==> src/trace_pkg.sv <==
// Instruction word views, class encoding and commit record types for the commit monitor.
// Shared by the classifiers, the counter bank and the register FSM.
package trace_pkg;

    localparam int NUM_CLASSES = 8;

    // RV32 base layout, low two bits are 11.
    typedef struct packed {
        logic [6:0] funct7;
        logic [4:0] rs2;
        logic [4:0] rs1;
        logic [2:0] funct3;
        logic [4:0] rd;
        logic [6:0] opcode;
    } rv32_fields_t;

    // compressed layout, only the low half is meaningful.
    typedef struct packed {
        logic [15:0] upper;
        logic [2:0]  funct3;
        logic        b12;
        logic [4:0]  f11_7;
        logic [4:0]  f6_2;
        logic [1:0]  op;
    } rvc_fields_t;

    typedef union packed {
        rv32_fields_t rv;
        rvc_fields_t  c;
    } instr_word_u;

    typedef enum logic [3:0] {
        BASE   = 4'd0,
        MEXT   = 4'd1,
        LOAD   = 4'd2,
        STORE  = 4'd3,
        BRANCH = 4'd4,
        JAL    = 4'd5,
        JALR   = 4'd6,
        CSR    = 4'd7
    } itype_e;

    typedef struct packed {
        logic [4:0] rs1;
        logic [4:0] rs2;
        logic       rs1_used;
        logic       rs2_used;
    } source_t;

    typedef struct packed {
        logic [4:0] rd;
        logic       rd_used;
    } dest_t;

    typedef struct packed {
        source_t source;
        dest_t   dest;
        logic    rvc;
        itype_e  itype;
    } trace_record_t;

    // class_count is indexed by the itype value.
    typedef struct packed {
        logic [31:0]                        cycles;
        logic [31:0]                        retired;
        logic [31:0]                        rvc_count;
        logic [NUM_CLASSES-1:0][31:0]       class_count;
        trace_record_t                      last;
    } counter_bank_t;

endpackage

==> src/axil_pkg.sv <==
// AXI4-Lite channel bundles and the register map of the commit monitor.
// Used by the register FSM and the top level.
package axil_pkg;

    localparam int ADDR_W = 8;
    localparam int DATA_W = 32;

    typedef struct packed {
        logic              awvalid;
        logic [ADDR_W-1:0] awaddr;
        logic              wvalid;
        logic [DATA_W-1:0] wdata;
        logic              bready;
        logic              arvalid;
        logic [ADDR_W-1:0] araddr;
        logic              rready;
    } axil_req_t;

    typedef struct packed {
        logic              awready;
        logic              wready;
        logic              bvalid;
        logic [1:0]        bresp;
        logic              arready;
        logic              rvalid;
        logic [DATA_W-1:0] rdata;
        logic [1:0]        rresp;
    } axil_rsp_t;

    localparam logic [ADDR_W-1:0] REG_CTRL       = 8'h00;
    localparam logic [ADDR_W-1:0] REG_CYCLES     = 8'h04;
    localparam logic [ADDR_W-1:0] REG_RETIRED    = 8'h08;
    localparam logic [ADDR_W-1:0] REG_RVC        = 8'h0C;
    localparam logic [ADDR_W-1:0] REG_LAST       = 8'h10;
    localparam logic [ADDR_W-1:0] REG_CLASS_BASE = 8'h14;
    localparam logic [ADDR_W-1:0] REG_CLASS_END  = 8'h30;

    localparam logic [1:0] RESP_OKAY   = 2'b00;
    localparam logic [1:0] RESP_SLVERR = 2'b10;

endpackage

==> src/rvc_classifier.sv <==
// Classifies a 16-bit compressed instruction into its class and register use.
// Purely combinational, the result always has the rvc flag set.
module rvc_classifier import trace_pkg::*; (
    input  instr_word_u   instr_i,
    output trace_record_t record_o
);

    rvc_fields_t   f;
    logic [4:0]    rs1p;
    logic [4:0]    rs2p;
    logic          rs1zero;
    logic          shamtzr;
    logic          alu_known;
    logic          known;
    trace_record_t rec;

    assign f       = instr_i.c;
    // 3-bit register fields address x8 to x15.
    assign rs1p    = {2'b01, f.f11_7[2:0]};
    assign rs2p    = {2'b01, f.f6_2[2:0]};
    assign rs1zero = f.f11_7 == 5'd0;
    assign shamtzr = f.f6_2 == 5'd0;

    assign alu_known = (f.f11_7[4:3] == 2'b10) || (!f.f11_7[4] && !shamtzr) ||
                       (f.f11_7[4:3] == 2'b11 && !f.b12);

    always_comb begin
        rec       = '0;
        rec.rvc   = 1'b1;
        rec.itype = BASE;
        known     = 1'b1;
        case ({f.op, f.funct3})
            5'b00_000: begin
                rec.source = {5'd2, 5'd0, 2'b10};
                rec.dest   = {rs2p, 1'b1};
                known      = {f.b12, f.f11_7, f.f6_2[4:3]} != 8'd0;
            end
            5'b00_010: begin
                rec.source = {rs1p, 5'd0, 2'b10};
                rec.dest   = {rs2p, 1'b1};
                rec.itype  = LOAD;
            end
            5'b00_110: begin
                rec.source = {rs1p, rs2p, 2'b11};
                rec.dest   = {rs2p, 1'b0};
                rec.itype  = STORE;
            end
            5'b01_000: begin
                rec.source = {f.f11_7, 5'd0, 2'b10};
                rec.dest   = {f.f11_7, 1'b1};
            end
            5'b01_001: begin
                rec.dest  = {5'd1, 1'b1};
                rec.itype = JAL;
            end
            5'b01_010: begin
                rec.source = {10'd0, 2'b10};
                rec.dest   = {f.f11_7, 1'b1};
            end
            5'b01_011: begin
                known = {f.b12, f.f6_2} != 6'd0;
                if (f.f11_7 == 5'd2) begin
                    rec.source = {5'd2, 5'd0, 2'b10};
                end
                rec.dest = {f.f11_7, 1'b1};
            end
            5'b01_100: begin
                known      = alu_known;
                rec.source = (f.f11_7[4:3] != 2'b11) ? {rs1p, 5'd0, 2'b10} : {rs1p, rs2p, 2'b11};
                rec.dest   = {rs1p, 1'b1};
            end
            5'b01_101: begin
                rec.dest  = {5'd0, 1'b1};
                rec.itype = JAL;
            end
            5'b01_110, 5'b01_111: begin
                rec.source = {rs1p, 5'd0, 2'b11};
                rec.dest   = {rs1p, 1'b0};
                rec.itype  = BRANCH;
            end
            5'b10_000: begin
                known      = !f.b12 && !rs1zero && !shamtzr;
                rec.source = {f.f11_7, 5'd0, 2'b10};
                rec.dest   = {f.f11_7, 1'b1};
            end
            5'b10_010: begin
                known      = !rs1zero;
                rec.source = {5'd2, 5'd0, 2'b10};
                rec.dest   = {f.f11_7, 1'b1};
                rec.itype  = LOAD;
            end
            5'b10_100: begin
                known = f.b12 || !rs1zero || !shamtzr;
                if (f.b12 && rs1zero && shamtzr) begin
                    rec.itype = CSR;
                end else if (!shamtzr) begin
                    // add reads both registers, mv only the 6:2 one.
                    rec.source = {f.b12 ? f.f11_7 : 5'd0, f.f6_2, 2'b11};
                    rec.dest   = {f.f11_7, 1'b1};
                end else begin
                    // jalr links through x1, jr drops the link into x0.
                    rec.source = {f.f11_7, 5'd0, 2'b10};
                    rec.dest   = {f.b12 ? 5'd1 : 5'd0, 1'b1};
                    rec.itype  = JALR;
                end
            end
            5'b10_110: begin
                rec.source = {5'd2, f.f6_2, 2'b11};
                rec.dest   = {f.f6_2, 1'b0};
                rec.itype  = STORE;
            end
            default: known = 1'b0;
        endcase
        // reserved encodings count as base with no register.
        if (!known) begin
            rec.source = '0;
            rec.dest   = '0;
            rec.itype  = BASE;
        end
    end

    assign record_o = rec;

endmodule

==> src/instr_classifier.sv <==
// Classifies a retired instruction word into its class and register use.
// 32-bit words are decoded here, compressed words by the rvc classifier.
module instr_classifier import trace_pkg::*; (
    input  instr_word_u   instr_i,
    output trace_record_t record_o
);

    rv32_fields_t  f;
    logic [11:0]   imm12;
    logic          known;
    trace_record_t rec_32;
    trace_record_t rec_c;

    assign f     = instr_i.rv;
    assign imm12 = {f.funct7, f.rs2};

    rvc_classifier u_rvc_classifier (
        .instr_i  (instr_i),
        .record_o (rec_c)
    );

    always_comb begin
        rec_32       = '0;
        rec_32.itype = BASE;
        known        = 1'b1;
        case (f.opcode[6:2])
            5'b01101, 5'b00101: rec_32.dest = {f.rd, 1'b1};
            5'b11011: begin
                rec_32.dest  = {f.rd, 1'b1};
                rec_32.itype = JAL;
            end
            5'b11001: begin
                rec_32.source = {f.rs1, 5'd0, 2'b10};
                rec_32.dest   = {f.rd, 1'b1};
                rec_32.itype  = JALR;
                known         = f.funct3 == 3'd0;
            end
            5'b11000: begin
                rec_32.source = {f.rs1, f.rs2, 2'b11};
                rec_32.dest   = {f.rd, 1'b0};
                rec_32.itype  = BRANCH;
                known         = f.funct3[2:1] != 2'b01;
            end
            5'b00000: begin
                rec_32.source = {f.rs1, 5'd0, 2'b10};
                rec_32.dest   = {f.rd, 1'b1};
                rec_32.itype  = LOAD;
                known         = f.funct3 inside {3'd0, 3'd1, 3'd2, 3'd4, 3'd5};
            end
            5'b01000: begin
                rec_32.source = {f.rs1, f.rs2, 2'b11};
                rec_32.dest   = {f.rd, 1'b0};
                rec_32.itype  = STORE;
                known         = f.funct3 < 3'd3;
            end
            5'b00100: begin
                // shift immediates carry funct7 in the upper bits.
                rec_32.source = {f.rs1, f.rs2, 2'b10};
                rec_32.dest   = {f.rd, 1'b1};
                known         = (f.funct3[1:0] != 2'b01) || (f.funct7 == 7'h00) ||
                                (f.funct3 == 3'd5 && f.funct7 == 7'h20);
            end
            5'b01100: begin
                rec_32.source = {f.rs1, f.rs2, 2'b11};
                rec_32.dest   = {f.rd, 1'b1};
                rec_32.itype  = f.funct7[0] ? MEXT : BASE;
                known         = (f.funct7 == 7'h00) || (f.funct7 == 7'h01) ||
                                (f.funct7 == 7'h20 && (f.funct3 == 3'd0 || f.funct3 == 3'd5));
            end
            5'b00011: begin
                rec_32.dest  = {f.rd, 1'b0};
                rec_32.itype = CSR;
                known        = f.funct3[2:1] == 2'b00;
            end
            5'b11100: begin
                rec_32.itype = CSR;
                if (f.rd == 5'd0 && f.rs1 == 5'd0) begin
                    known = f.funct3 == 3'd0 && (imm12 inside {12'h302, 12'h000, 12'h001});
                end else begin
                    // immediate forms do not read rs1.
                    if (!f.funct3[2]) begin
                        rec_32.source = {f.rs1, 5'd0, 2'b10};
                    end
                    rec_32.dest = {f.rd, 1'b1};
                    known       = f.funct3[1:0] != 2'b00;
                end
            end
            default: known = 1'b0;
        endcase
        if (!known) begin
            rec_32.source = '0;
            rec_32.dest   = '0;
            rec_32.itype  = BASE;
        end
    end

    assign record_o = (f.opcode[1:0] != 2'b11) ? rec_c : rec_32;

endmodule

==> src/commit_counters.sv <==
// Retirement statistics of the commit monitor.
// Counts cycles, commits, compressed commits and commits per class, keeps the last record.
module commit_counters import trace_pkg::*; (
    input  logic          s_clk_i,
    input  logic          rst_n_i,
    input  logic          clear_i,
    input  logic          commit_valid_i,
    input  trace_record_t record_i,
    output counter_bank_t bank_o
);

    counter_bank_t bank_q;
    logic [2:0]    class_idx;

    assign class_idx = 3'(record_i.itype);

    // all counters wrap at 32 bits.
    always_ff @(posedge s_clk_i) begin
        if (!rst_n_i || clear_i) begin
            bank_q <= '0;
        end else begin
            bank_q.cycles <= bank_q.cycles + 32'd1;
            if (commit_valid_i) begin
                bank_q.retired                <= bank_q.retired + 32'd1;
                bank_q.class_count[class_idx] <= bank_q.class_count[class_idx] + 32'd1;
                if (record_i.rvc) begin
                    bank_q.rvc_count <= bank_q.rvc_count + 32'd1;
                end
                bank_q.last <= record_i;
            end
        end
    end

    assign bank_o = bank_q;

endmodule

==> src/axil_regs_fsm.sv <==
// AXI4-Lite slave for the commit monitor registers.
// One transaction at a time, reads win over writes, a control write clears the counters.
module axil_regs_fsm import trace_pkg::*, axil_pkg::*; (
    input  logic          s_clk_i,
    input  logic          rst_n_i,
    input  axil_req_t     axil_req_i,
    output axil_rsp_t     axil_rsp_o,
    input  counter_bank_t bank_i,
    output logic          clear_o
);

    typedef enum logic [1:0] {IDLE, READ_RESP, WRITE_RESP} state_e;

    state_e            state_q;
    logic              ar_hs;
    logic              wr_hs;
    logic              wr_ctrl;
    logic              rd_err;
    logic [DATA_W-1:0] rd_data;
    logic [ADDR_W-1:0] class_off;
    logic [DATA_W-1:0] rdata_q;
    logic [1:0]        rresp_q;
    logic [1:0]        bresp_q;
    logic              clear_q;

    assign ar_hs     = (state_q == IDLE) && axil_req_i.arvalid;
    assign wr_hs     = (state_q == IDLE) && !axil_req_i.arvalid &&
                       axil_req_i.awvalid && axil_req_i.wvalid;
    assign wr_ctrl   = axil_req_i.awaddr == REG_CTRL;
    assign class_off = axil_req_i.araddr - REG_CLASS_BASE;

    // failed reads return zero.
    always_comb begin
        rd_data = '0;
        rd_err  = (axil_req_i.araddr[1:0] != 2'b00) || (axil_req_i.araddr > REG_CLASS_END);
        if (!rd_err) begin
            case (axil_req_i.araddr)
                REG_CTRL:    rd_data = '0;
                REG_CYCLES:  rd_data = bank_i.cycles;
                REG_RETIRED: rd_data = bank_i.retired;
                REG_RVC:     rd_data = bank_i.rvc_count;
                REG_LAST:    rd_data = {{(DATA_W - $bits(trace_record_t)){1'b0}}, bank_i.last};
                default:     rd_data = bank_i.class_count[class_off[4:2]];
            endcase
        end
    end

    always_ff @(posedge s_clk_i) begin
        if (!rst_n_i) begin
            state_q <= IDLE;
            clear_q <= 1'b0;
        end else begin
            clear_q <= wr_hs && wr_ctrl && axil_req_i.wdata[0];
            case (state_q)
                IDLE: begin
                    if (ar_hs) begin
                        state_q <= READ_RESP;
                    end else if (wr_hs) begin
                        state_q <= WRITE_RESP;
                    end
                end
                READ_RESP: if (axil_req_i.rready) state_q <= IDLE;
                WRITE_RESP: if (axil_req_i.bready) state_q <= IDLE;
                default: state_q <= IDLE;
            endcase
        end
    end

    always_ff @(posedge s_clk_i) begin
        if (ar_hs) begin
            rdata_q <= rd_data;
            rresp_q <= rd_err ? RESP_SLVERR : RESP_OKAY;
        end
        if (wr_hs) begin
            bresp_q <= wr_ctrl ? RESP_OKAY : RESP_SLVERR;
        end
    end

    always_comb begin
        axil_rsp_o.arready = state_q == IDLE;
        axil_rsp_o.awready = (state_q == IDLE) && !axil_req_i.arvalid;
        axil_rsp_o.wready  = (state_q == IDLE) && !axil_req_i.arvalid;
        axil_rsp_o.rvalid  = state_q == READ_RESP;
        axil_rsp_o.rdata   = rdata_q;
        axil_rsp_o.rresp   = rresp_q;
        axil_rsp_o.bvalid  = state_q == WRITE_RESP;
        axil_rsp_o.bresp   = bresp_q;
    end

    assign clear_o = clear_q;

endmodule

==> src/commit_monitor.sv <==
// Commit monitor top level for a small RV32IMC core.
// Classifies each retired word, keeps statistics and serves them over AXI4-Lite.
module commit_monitor import trace_pkg::*, axil_pkg::*; (
    input  logic        s_clk_i,
    input  logic        rst_n_i,
    input  logic        commit_valid_i,
    input  instr_word_u commit_instr_i,
    input  axil_req_t   axil_req_i,
    output axil_rsp_t   axil_rsp_o
);

    trace_record_t record;
    counter_bank_t bank;
    logic          clear;

    instr_classifier u_instr_classifier (
        .instr_i  (commit_instr_i),
        .record_o (record)
    );

    commit_counters u_commit_counters (
        .s_clk_i        (s_clk_i),
        .rst_n_i        (rst_n_i),
        .clear_i        (clear),
        .commit_valid_i (commit_valid_i),
        .record_i       (record),
        .bank_o         (bank)
    );

    axil_regs_fsm u_axil_regs_fsm (
        .s_clk_i    (s_clk_i),
        .rst_n_i    (rst_n_i),
        .axil_req_i (axil_req_i),
        .axil_rsp_o (axil_rsp_o),
        .bank_i     (bank),
        .clear_o    (clear)
    );

endmodule

==> config.mk <==
export PLATFORM = sky130hd
export DESIGN_NAME = commit_monitor
export DESIGN_NICKNAME = d
export VERILOG_FILES = /design/src/trace_pkg.sv /design/src/axil_pkg.sv /design/src/rvc_classifier.sv /design/src/instr_classifier.sv /design/src/commit_counters.sv /design/src/axil_regs_fsm.sv /design/src/commit_monitor.sv
export SDC_FILE = /design/constraint.sdc
export NUM_CORES = 1
export LEC_CHECK = 0
export BUFFER_PORTS_ARGS = -buffer_cell sky130_fd_sc_hd__buf_2
export CAP_MARGIN = 10
export CELL_PAD_IN_SITES_DETAIL_PLACEMENT = 0
export CELL_PAD_IN_SITES_GLOBAL_PLACEMENT = 1
export CORE_MARGIN = 2
export CORE_UTILIZATION = 43
export DETAILED_ROUTE_END_ITERATION = 10
export GPL_TIMING_DRIVEN = 0
export PLACE_DENSITY_LB_ADDON = 0.1
export SLEW_MARGIN = 40
export SYNTH_ARGS = -nofsm -noshare
export SYNTH_HDL_FRONTEND = slang
export SYNTH_SLANG_ARGS = --single-unit
==> constraint.sdc <==
create_clock -name s_clk_i -period 5 [get_ports s_clk_i]
set_clock_uncertainty 0.2 [all_clocks]
set_input_delay 0.25 -clock s_clk_i [delete_from_list [all_inputs] [get_ports s_clk_i]]
set_output_delay 0.25 -clock s_clk_i [all_outputs]
set_load 0.005 [all_outputs]
==> results of run 1 <==
## state kept, by name (all words and copies together) (netlist names)
| name | flops |
|---|---|
| u_commit_counters.bank_o | 374 |
| u_axil_regs_fsm.rdata_q | 32 |
| u_axil_regs_fsm.state_q | 2 |
| u_axil_regs_fsm.bresp_q | 1 |
| u_axil_regs_fsm.clear_o | 1 |
| u_axil_regs_fsm.rresp_q | 1 |
## final timing paths
kind / from / slack [ns] / to
min reg2reg: u_commit_counters.bank_o[212]$_SDFFE_PP0P_ / 0.27 / u_commit_counters.bank_o[212]$_SDFFE_PP0P_
max: commit_instr_i[10] / 0.05 / u_commit_counters.bank_o[277]$_SDFFE_PP0P_
max reg2reg: u_commit_counters.bank_o[346]$_SDFF_PP0_ / 1.64 / u_commit_counters.bank_o[368]$_SDFF_PP0_
min: commit_instr_i[17] / 0.003 / u_commit_counters.bank_o[20]$_SDFFE_PP0P_
## worst min-delay path: stages
cell                       delay (ns)
sky130_fd_sc_hd__buf_2           0.13
sky130_fd_sc_hd__a22oi_1         0.12
sky130_fd_sc_hd__a211oi_1        0.25
## power by group
part | total, mW | internal, mW | switching (mW)
sequential | 3.46 | 3.40 | 0.0576
clock | 3.71 | 2.18 | 1.53
combinational | 1.17 | 0.383 | 0.782
## timing repair
action | 4_1_cts | 5_1_grt
setup buffers | 27 | 14
gates resized for setup | 94 | 77
pin swaps | 19 | 16
setup endpoints to repair | 251 | 230
hold buffers | 26 | 0
cloned | 1 | 0
hold endpoints to repair | 18 | 0
## Yosys cell counts, drive strengths merged, types with 3 or more instances
cell	instances	area share
o21ai	158	0.036
nand2b	6	0.0017
xor2	71	0.029
dfxtp	377	0.34
nand2	164	0.028
a211oi	227	0.080
ha	9	0.0051
nor4	30	0.011
and2	13	0.0037
nor4b	3	0.0022
and3b	5	0.0020
and3	136	0.039
nand4	41	0.012
edfxtp	34	0.047
a32oi	5	0.0023
buf	57	0.015
a21oi	185	0.042
mux2i	4	0.0018
o21a	4	0.0014
or2	10	0.0029
inv	17	0.0029
xnor2	35	0.014
nor3b	5	0.0017
nor2b	9	0.0026
o211ai	6	0.0021
clkbuf	182	0.031
mux4	64	0.066
a22o	3	0.0012
a22oi	55	0.019
nor2	319	0.055
a32o	3	0.0014
or3	18	0.0051
a31oi	29	0.0083
nor3	26	0.0073
o22ai	3	0.00086
nand3	113	0.026
or4	32	0.012
and4	9	0.0036
mux2	32	0.016
a222oi	10	0.0046
## metal layers
layer  track usage  share of wire  up-vias  routed length [microns]
li1              -              -     9871                        -
met1         0.464           0.39    11083                    38200
met2         0.564           0.44     1445                    43200
met3        0.0908           0.11      408                    10700
met4         0.211          0.069       10                     6800
met5       0.00735        0.00074        -                       73
## per-stage QoR
step	worst slack (ns)	hold WS, ns	power, mW	cells
CTS	0.0146	0.00387	8.24	3451
floorplan	0.0480	0.168	4.11	2543
finish	0.0491	0.00253	8.34	3470
global route	-0.0273	0.00384	8.53	3465
detailed placement	-2.27	0.261	4.52	3309
global placement	-2.63	0.255	4.52	3305
## cell type report
class	count	share of cell area
inverter	19	0.00272
tap	672	0.0321
antenna	5	0.000477
clock buffer	78	0.0566
timing repair buffer	163	0.0410
multi-input combinational	1875	0.489
sequential	411	0.327
clock inverter	11	0.00625
buffer	236	0.0457
## logic make-up after synthesis
kind of cell | after synthesis
other | 1
and+or+nand+nor | 943
xor gates and xnor gates | 106
AOI/OAI and AO/OA | 714
adders and majority gates | 9
DFF | 411
buffers and inverters | 258
muxes | 100
==> results.md, run 1 <==
- STA classifies the critical path startpoint as an input pin.
- Measured against its own limit, the worst slew margin works out to 0.351.
- The die is 230 microns tall.
- The maximum clock insertion buffer count is 3.
- After detailed routing, the number of remaining DRC violations is 0.
- CTS placed an instance of sky130_fd_sc_hd__clkbuf_16 at the clock tree root.
- The number of nets with antenna violations after routing is 0.
- On the critical path, the stage with the largest delay is an instance of sky130_fd_sc_hd__or4_4.
- The leakage power summed over all cells is around 9.4 nW.
- The congestion estimate from routability-driven global placement came to slightly below 1.
- During I/O placement, the number of pins put on the boundary was around 130.
- The simple logic cell fraction of the synthesized area is 0.217.
- The total overflow left after global routing is 0.
- The CTS tree is built.
- The initial utilization of the core area, before any placement, comes to 0.436.
- The number of antenna violations at the first check in global routing was 8.
- The number of enable-type register cells in the synthesized netlist is 34.
- The via count of the first global-routing pass came to roughly 21000.
- The critical path goes through buf_2 > or4_1 > nor2_1 > a21oi_1 > a32oi_2 > a21bo_2 > clkbuf_4 > buf_4 > clkbuf_4 > buf_4 > and3_1 > a211oi_1 > or4_4 > nor3_4 > buf_4 > nand4_4 > buf_4 > or3_1 > buf_2 > nand3_1 > a21oi_1.
- The upper clock frequency limit is between 200 and 250 MHz.
- Counting buffers and inverters, the worst setup path is 21 cells deep.
- On the worst path, the slowest cell contributes a delay of roughly 0.58 ns.
- The clock-pin slew reported for the worst setup and hold paths after clock tree synthesis is around 0.06 ns.
- The class of the tightest hold or removal check is in2reg.
- The portion of netlist area occupied by mux cells is 0.0840.
- The layout cell share with drive strength beyond 1 is 0.191.
- Among all flip-flop cells after synthesis, the most frequent one is sky130_fd_sc_hd__dfxtp_1.
- The required time at the endpoint of the critical path is between 5 and 6 ns.
- The mapped netlist covers between 20000 and 25000 sq um.
- The count of mapped cells out of synthesis is between 2000 and 3000.
- In the final routed layout, each cell accounts on average for approximately 29 microns.
- The tool flagged a number of max-cap violations equal to 0.
- The top cell types in the final layout, fill and taps aside, are sky130_fd_sc_hd__dfxtp_1, sky130_fd_sc_hd__nor2_1, sky130_fd_sc_hd__a211oi_1.
- Counting the fill cells in the layout gives about 4800.
- The number of vias in the routed layout is roughly 23000.
- The post-synthesis compound-gate area fraction is 0.211.
- The wire length of the first global-routing pass is around 140 mm.
- The core area is between 50000 and 60000 sq um.
- For this run, the share of the core covered by cells in the final layout is 0.522.
- For the pin with the worst max-slew slack, the measured transition is around 0.97 ns.
- The total area of sequential cells is around 8600 sq um.
- The area of the die is roughly 53000 sq um.
- The critical path's most frequent cell is sky130_fd_sc_hd__buf_4.
- The run finished with clean final reports.
- The layout overhead on the synthesized area is 19.5%.
- Setup total negative slack on the finished layout was measured at 0 ns.
- The sink count of the clock tree is approximately 400.
- In this run the power density over the cells is about 320 nW/um^2.
- Yosys printed 0 warnings.
- The violation count after the first detailed-routing iteration is 2874.
- In this run the number of H-tree levels came out at 2.
- The synthesized design contains roughly 410 register bits.
- The worst hold path was traced through 3 stages.
- The horizontal die dimension is ~230 microns.
- The xor and xnor fraction of the mapped netlist area is 0.0430.
- In this run the core area contains 82 standard-cell rows.
- The finished cells cover between 20000 and 30000 sq um.
- TritonCTS created 48 clock buffers.
- The final number of setup-violating endpoints is 0.
- The most common library cell in the layout ignoring fill and taps is sky130_fd_sc_hd__dfxtp_1.
- The synthesized area divided by synthesized cell count is 8.63 sq um.
- After detailed routing, the number of vias per cell comes to ~6.6.
- The number of distinct library cells after synthesis is 83.
- The worst setup path is captured at a flip-flop.
- Of the total synthesized cell area, the portion taken by full adders, half adders and majority gates is 0.00513.
- The count of input and output buffers is 90.
- The async set-reset flop share out of synthesis is 0.
- In this run the worst path has a maximum fanout of 10.
- After detailed placement, the total cell area comes to around 23000 sq um.
- The count of pins over their slew limit came to 0.
- The start-to-end type of the worst setup path is in2reg.
- At the end of the flow, the number of nets in the layout was 2851.
- The total count of hold-check failures in the final report is 0.
- The multi-input gate area in the final layout is between 10000 and 15000 sq um.
- Entering global routing, the biggest net connects 34 pins.
- The arrival time of the worst setup path is between 5 and 6 ns.
- The sequential share of the synthesized area is 0.391.
- The kind of cell with the highest combined delay on the critical path is simple AND/OR/NAND/NOR gates.
- For this run, the total global-route usage over all layers was measured as 0.365.
- The post-layout minimum cycle time is between 4 and 5 ns.
- The maximum resistive drop on vdd is 295 uV.
- After synthesis, the largest family of logic cells by area is simple AND/OR/NAND/NOR gates.
- Setup repair after global routing could not meet its margin everywhere.
- Together, buffers and inverters on the worst path number 8.
- The path depth of the worst reg2reg path is 12.
- Clock latency on the worst-skew pair, taken at its later pin, is about 0.62 ns.
- For this block, the routed nets add up to 99.0 mm of wire.
- Once detailed placement completed, the half-perimeter wirelength came to around 68 mm.
- The first detailed-routing pass ran for 8 iterations.
- Of the available clock period, the critical path in the final layout requires 0.990.
Power figures use the tool's default switching activity.
==> run 2: changes to the inputs <==
- ABC_AREA: not set -> 1
- ABC_CLOCK_PERIOD_IN_PS: not set -> 5000
- CORE_UTILIZATION: 43 -> 40
==> run 2 against run 1 <==
Flip-flop and latch count stayed put. Largest power group unchanged. Global-route usage increased by 0.77 points. First-iteration DRC count is 8.1% higher. Worst hold slack improved by 0.038 ns. Critical path type unchanged. Setup slack improved by 0.055 ns. Non-clock buffer count fell by 50. Cell count is 43% higher. Sequential power about the same. Sequential share of layout area shrank 2.5 points. Wire length up 23%. Clock power increased by 9.2%. Area after synthesis increased by 12%.
==> results.md, run 2 <==
- The CTS tree was built (unchanged).
- The leakage power summed over all cells is 12.5 nW (was 9.45 nW).
- The antenna diode instance count came to 0 (was 5).
- The final clock period utilization by the worst path is 0.979 (was 0.990).
- The transition at the pin with the smallest max-transition slack is 1.00 ns (was 0.974 ns).
- The number of antenna violations at the first check in global routing came to 5 (was 8).
- The sink count of the clock tree came to 411 (unchanged).
- The worst min-delay path startpoint is commit_instr_i[13] (was commit_instr_i[17]).
- The maximum number of pins on one net before global-route repair is 26 (was 34).
- The final weighted congestion in routability-driven placement is 1.03 (was 0.982).
- The warning count from the yosys run is 0 (unchanged).
- Unrepaired setup endpoints after global routing: no (was yes).
- The number of setup buffers added after CTS is 0 (was 27).
- The violation count after the first detailed-routing iteration is 3106 (was 2874).
- The start of the worst register-to-register path is u_commit_counters.bank_o[311]$_SDFFE_PP0P_ (was u_commit_counters.bank_o[346]$_SDFF_PP0_).
- The core area is 60600 sq um (was 50300 sq um).
- The number of vias in the routed layout is 27904 (was 22817).
- The sequential share of the synthesized area came to 0.348 (was 0.391).
- The clock-pin slew reported for the worst setup and hold paths after clock tree synthesis is 0.06 ns (about the same).
- The via count of the first global-routing pass was 25715 (was 21433).
- The total power is 9.16 mW (was 8.34 mW).
- The total track usage was 0.373 (was 0.365).
- The standard cell area after detailed placement is 26200 sq um (was 23400 sq um).
- The horizontal die dimension is 252 microns (was 230 microns).
- The portion of netlist area occupied by mux cells came to 0 (was 0.0840).
- The number of maximum-capacitance constraint violations is 0 (unchanged).
- The count of input and output buffers is 92 (was 90).
- Most area-consuming cells after synthesis: sky130_fd_sc_hd__dfxtp_1, sky130_fd_sc_hd__nand2_1, sky130_fd_sc_hd__a21oi_1 (was sky130_fd_sc_hd__dfxtp_1, sky130_fd_sc_hd__a211oi_1, sky130_fd_sc_hd__mux4_2).
- The core occupancy in the finished layout was 0.469 (was 0.522).
- The post-detailed-routing wire length is 121 mm (was 99.0 mm).
- The max-slew headroom at the worst pin is 0.332 (was 0.351).
- The routed wire length per instance is 24.5 microns (was 28.5 microns).
- Most numerous cell types in the synthesized netlist: sky130_fd_sc_hd__nand2_1, sky130_fd_sc_hd__inv_1, sky130_fd_sc_hd__a21oi_1 (was sky130_fd_sc_hd__dfxtp_1, sky130_fd_sc_hd__nor2_1, sky130_fd_sc_hd__a211oi_1).
- The class of the tightest hold or removal check is in2reg (unchanged).
- The number of distinct library cells after synthesis is 56 (was 83).
- The per-cell via count in the routed design came to 5.64 (was 6.58).
- Critical path, cell by cell: dlygate4sd3_1 > buf_2 > inv_1 > nand2_1 > nor2_2 > nand2_1 > nand2_1 > nor2_1 > nor2_1 > nand3_2 > nand3_1 > nand2_4 > nor2_2 > buf_2 > inv_1 > nor2_1 > clkbuf_1 > nand3_1 > nand2_1 > inv_1 (was buf_2 > or4_1 > nor2_1 > a21oi_1 > a32oi_2 > a21bo_2 > clkbuf_4 > buf_4 > clkbuf_4 > buf_4 > and3_1 > a211oi_1 > or4_4 > nor3_4 > buf_4 > nand4_4 > buf_4 > or3_1 > buf_2 > nand3_1 > a21oi_1).
- The number of enable-type register cells in the synthesized netlist is 34 (unchanged).
- The overflow left after global routing is 0 (unchanged).
- The area of the die came to 63500 sq um (was 52800 sq um).
- Most frequent cells in the layout: sky130_fd_sc_hd__nand2_1, sky130_fd_sc_hd__inv_1, sky130_fd_sc_hd__a21oi_1 (was sky130_fd_sc_hd__dfxtp_1, sky130_fd_sc_hd__nor2_1, sky130_fd_sc_hd__a211oi_1).
- The upper clock frequency limit is 204 MHz (was 202 MHz).
- The number of DRC violations after detailed routing is 0 (unchanged).
- The maximum clock insertion buffer count is 3 (unchanged).
- The post-layout minimum cycle time is 4.90 ns (was 4.95 ns).
- The number of cells in the design after placement is 4819 (was 3309).
- The arrival time of the worst setup path is 5.21 ns (was 5.22 ns).
- The cell area after synthesis was 24600 sq um (was 21900 sq um).
- The total count of hold-check failures in the final report was 0 (unchanged).
- The deepest level of the CTS H-tree is 2 (unchanged).
- Status: finished clean (unchanged).
- The die extent in y is 252 microns (was 230 microns).
- The simple logic cell fraction of the synthesized area is 0.281 (was 0.217).
- The synthesized area divided by synthesized cell count was 6.25 sq um (was 8.63 sq um).
- The xor and xnor fraction of the mapped netlist area is 0.00844 (was 0.0430).
- The final net count is 4223 (was 2851).
- The count of mapped cells out of synthesis came to 3940 (was 2542).
- The final number of setup-violating endpoints is 0 (unchanged).
- The wire length of the first global-routing pass is 173 mm (was 144 mm).
- The worst setup slack for register-to-register paths is 1.02 ns (was 1.64 ns).
- The worst hold endpoint is u_commit_counters.bank_o[12]$_SDFFE_PP0P_ (was u_commit_counters.bank_o[20]$_SDFFE_PP0P_).
- The total number of placement rows is 90 (was 82).
- The terminus of the critical flop-to-flop path is u_commit_counters.bank_o[339]$_SDFFE_PP0P_ (was u_commit_counters.bank_o[368]$_SDFF_PP0_).
- The buffer type at the clock tree root is sky130_fd_sc_hd__clkbuf_16 (unchanged).
- The pre-CTS worst setup slack is 0.0506 ns (was -2.27 ns).
- The kind of cell with the highest combined delay on the critical path is simple AND/OR/NAND/NOR gates (unchanged).
- The HPWL reported at the end of detailed placement is 88.5 mm (was 68.4 mm).
- The most frequent cell after synthesis is sky130_fd_sc_hd__nand2_1 (was sky130_fd_sc_hd__dfxtp_1).
- The smallest hold slack is 0.0404 ns (was 0.00253 ns).
- The clock latency on the worst-skew pair is 0.63 ns (was 0.62 ns).
- The dominant synthesized flop cell is sky130_fd_sc_hd__dfxtp_1 (unchanged).
- The maximum resistive drop on vdd was 248 uV (was 295 uV).
- The I/O pin total is 129 (unchanged).
- The critical path's largest stage delay is 0.76 ns (was 0.58 ns).
- The path depth of the worst reg2reg path is 14 (was 12).
- The critical path endpoint category is a flip-flop (unchanged).
- The final cell count without fillers is 4949 (was 3470).
- The library cell occupying the most area in the post-synthesis netlist is sky130_fd_sc_hd__dfxtp_1 (unchanged).
- The number of buffers added by the clock tree synthesis step is 50 (was 48).
- The startpoint type of the worst setup path is an input pin (unchanged).
- The layout overhead on the synthesized area is 15.4% (was 19.5%).
- The number of nets with antenna violations after routing is 0 (unchanged).
- The required time at the endpoint of the critical path is 5.32 ns (was 5.27 ns).
- The number of register bits inferred by synthesis was 411 (unchanged).
- The sum of negative setup slack was 0 ns (unchanged).
- The critical path's most frequent cell is sky130_fd_sc_hd__nand2_1 (was sky130_fd_sc_hd__buf_4).
- The power density relative to cell area is 323 nW/um^2 (was 318 nW/um^2).
- The post-synthesis compound-gate area fraction is 0.218 (was 0.211).
- The least setup slack across all paths after layout came to 0.104 ns (was 0.0491 ns).
- The most common library cell in the layout ignoring fill and taps was sky130_fd_sc_hd__nand2_1 (was sky130_fd_sc_hd__dfxtp_1).
- The count of pins over their slew limit was 0 (unchanged).
- The fraction of synthesized cell area taken by the top area cell type was 0.307 (was 0.344).
- The largest driver fanout on the critical path came to 10 (unchanged).
- The effective utilization at floorplan came to 0.406 (was 0.436).
- The buffers plus inverters on the worst setup path is 7 (was 8).
- The flip-flop count of the largest register after layout is 374 (unchanged).
- The dominant combinational cell family by area after synthesis is simple AND/OR/NAND/NOR gates (unchanged).
- The async set-reset flop share out of synthesis is 0 (unchanged).
- The adder and majority cell fraction of the synthesized area came to 0.00458 (was 0.00513).
- The cell count of the worst hold path is 5 (was 3).
- The cell with the largest stage delay on the worst path is sky130_fd_sc_hd__nor2_1 (was sky130_fd_sc_hd__or4_4).
- The layout cell share with drive strength beyond 1 is 0.0936 (was 0.191).
- The number of iterations in the first detailed-routing pass is 6 (was 8).
- The start-to-end type of the worst setup path is in2reg (unchanged).
- The cell area after layout was 28400 sq um (was 26200 sq um).
==> run 2: timing repair <==
action,4_1_cts,5_1_grt
hold buffers,36,0
endpoints found under the setup margin,0,106
hold endpoints to repair,28,0
resized for setup,0,16
==> run 2: where the power goes <==
group          internal [mW]  switching (mW)  total, mW
clock network           2.41            1.64       4.05
registers               3.43          0.0502       3.48
logic                  0.419            1.21       1.63
total                   6.26            2.90       9.16
==> run 2: final cells by class <==
| cell class | count | area [sq um] |
|---|---|---|
| Clock buffer | 66 | 1410 |
| Buffer | 216 | 961 |
| Clock inverter | 27 | 379 |
| Multi-Input combinational cell | 2637 | 12700 |
| Inverter | 677 | 2540 |
| Sequential cell | 411 | 8570 |
| Timing Repair Buffer | 133 | 873 |
| Fill cell | 6568 | 32200 |
| Tap cell | 782 | 978 |
==> run 2: cell families (layout without fill, tap and decap cells) <==
kind of cell / count (synthesis) / after routing
AND/OR/NAND/NOR: 1589 / 1589
AO/OA/AOI/OAI: 1015 / 1015
buffers and inverters: 893 / 1119
flip-flops: 411 / 411
XOR/XNOR: 22 / 22
adder cells (fa/ha/maj): 9 / 9
other: 1 / 2
==> run 2: how the worst max path moves through the flow <==
stage,from,endpoint,slack [ns],cells past startpoint
after floorplan,commit_instr_i[6],u_commit_counters.bank_o[129]$_SDFFE_PP0P_,1.54,22
after global placement,axil_req_i[3],u_axil_regs_fsm.rdata_q[19]$_SDFFCE_PP0P_,-1.11,11
after detailed placement,commit_instr_i[10],u_commit_counters.bank_o[161]$_SDFFE_PP0P_,0.05,22
after CTS,commit_instr_i[10],u_commit_counters.bank_o[161]$_SDFFE_PP0P_,0.13,23
after global routing,commit_instr_i[10],u_commit_counters.bank_o[209]$_SDFFE_PP0P_,0.0004,20
final,commit_instr_i[10],u_commit_counters.bank_o[209]$_SDFFE_PP0P_,0.10,20
==> run 2: worst reg2reg max path, delay by kind of cell, from the launching register on <==
kind	cells	cell delay (ns)
AND/OR/NAND/NOR	10	2.80
adder cells (fa/ha/maj)	1	0.19
flip-flops	1	0.40
buffers and inverters	3	0.28
==> run 2: metal layers <==
metal  share of wire  track usage  up-vias
met5         0.00034            0        -
met3           0.089       0.0708      380
li1                -            -    13118
met4           0.069        0.235        6
met1            0.39        0.459    13029
met2            0.45        0.601     1371
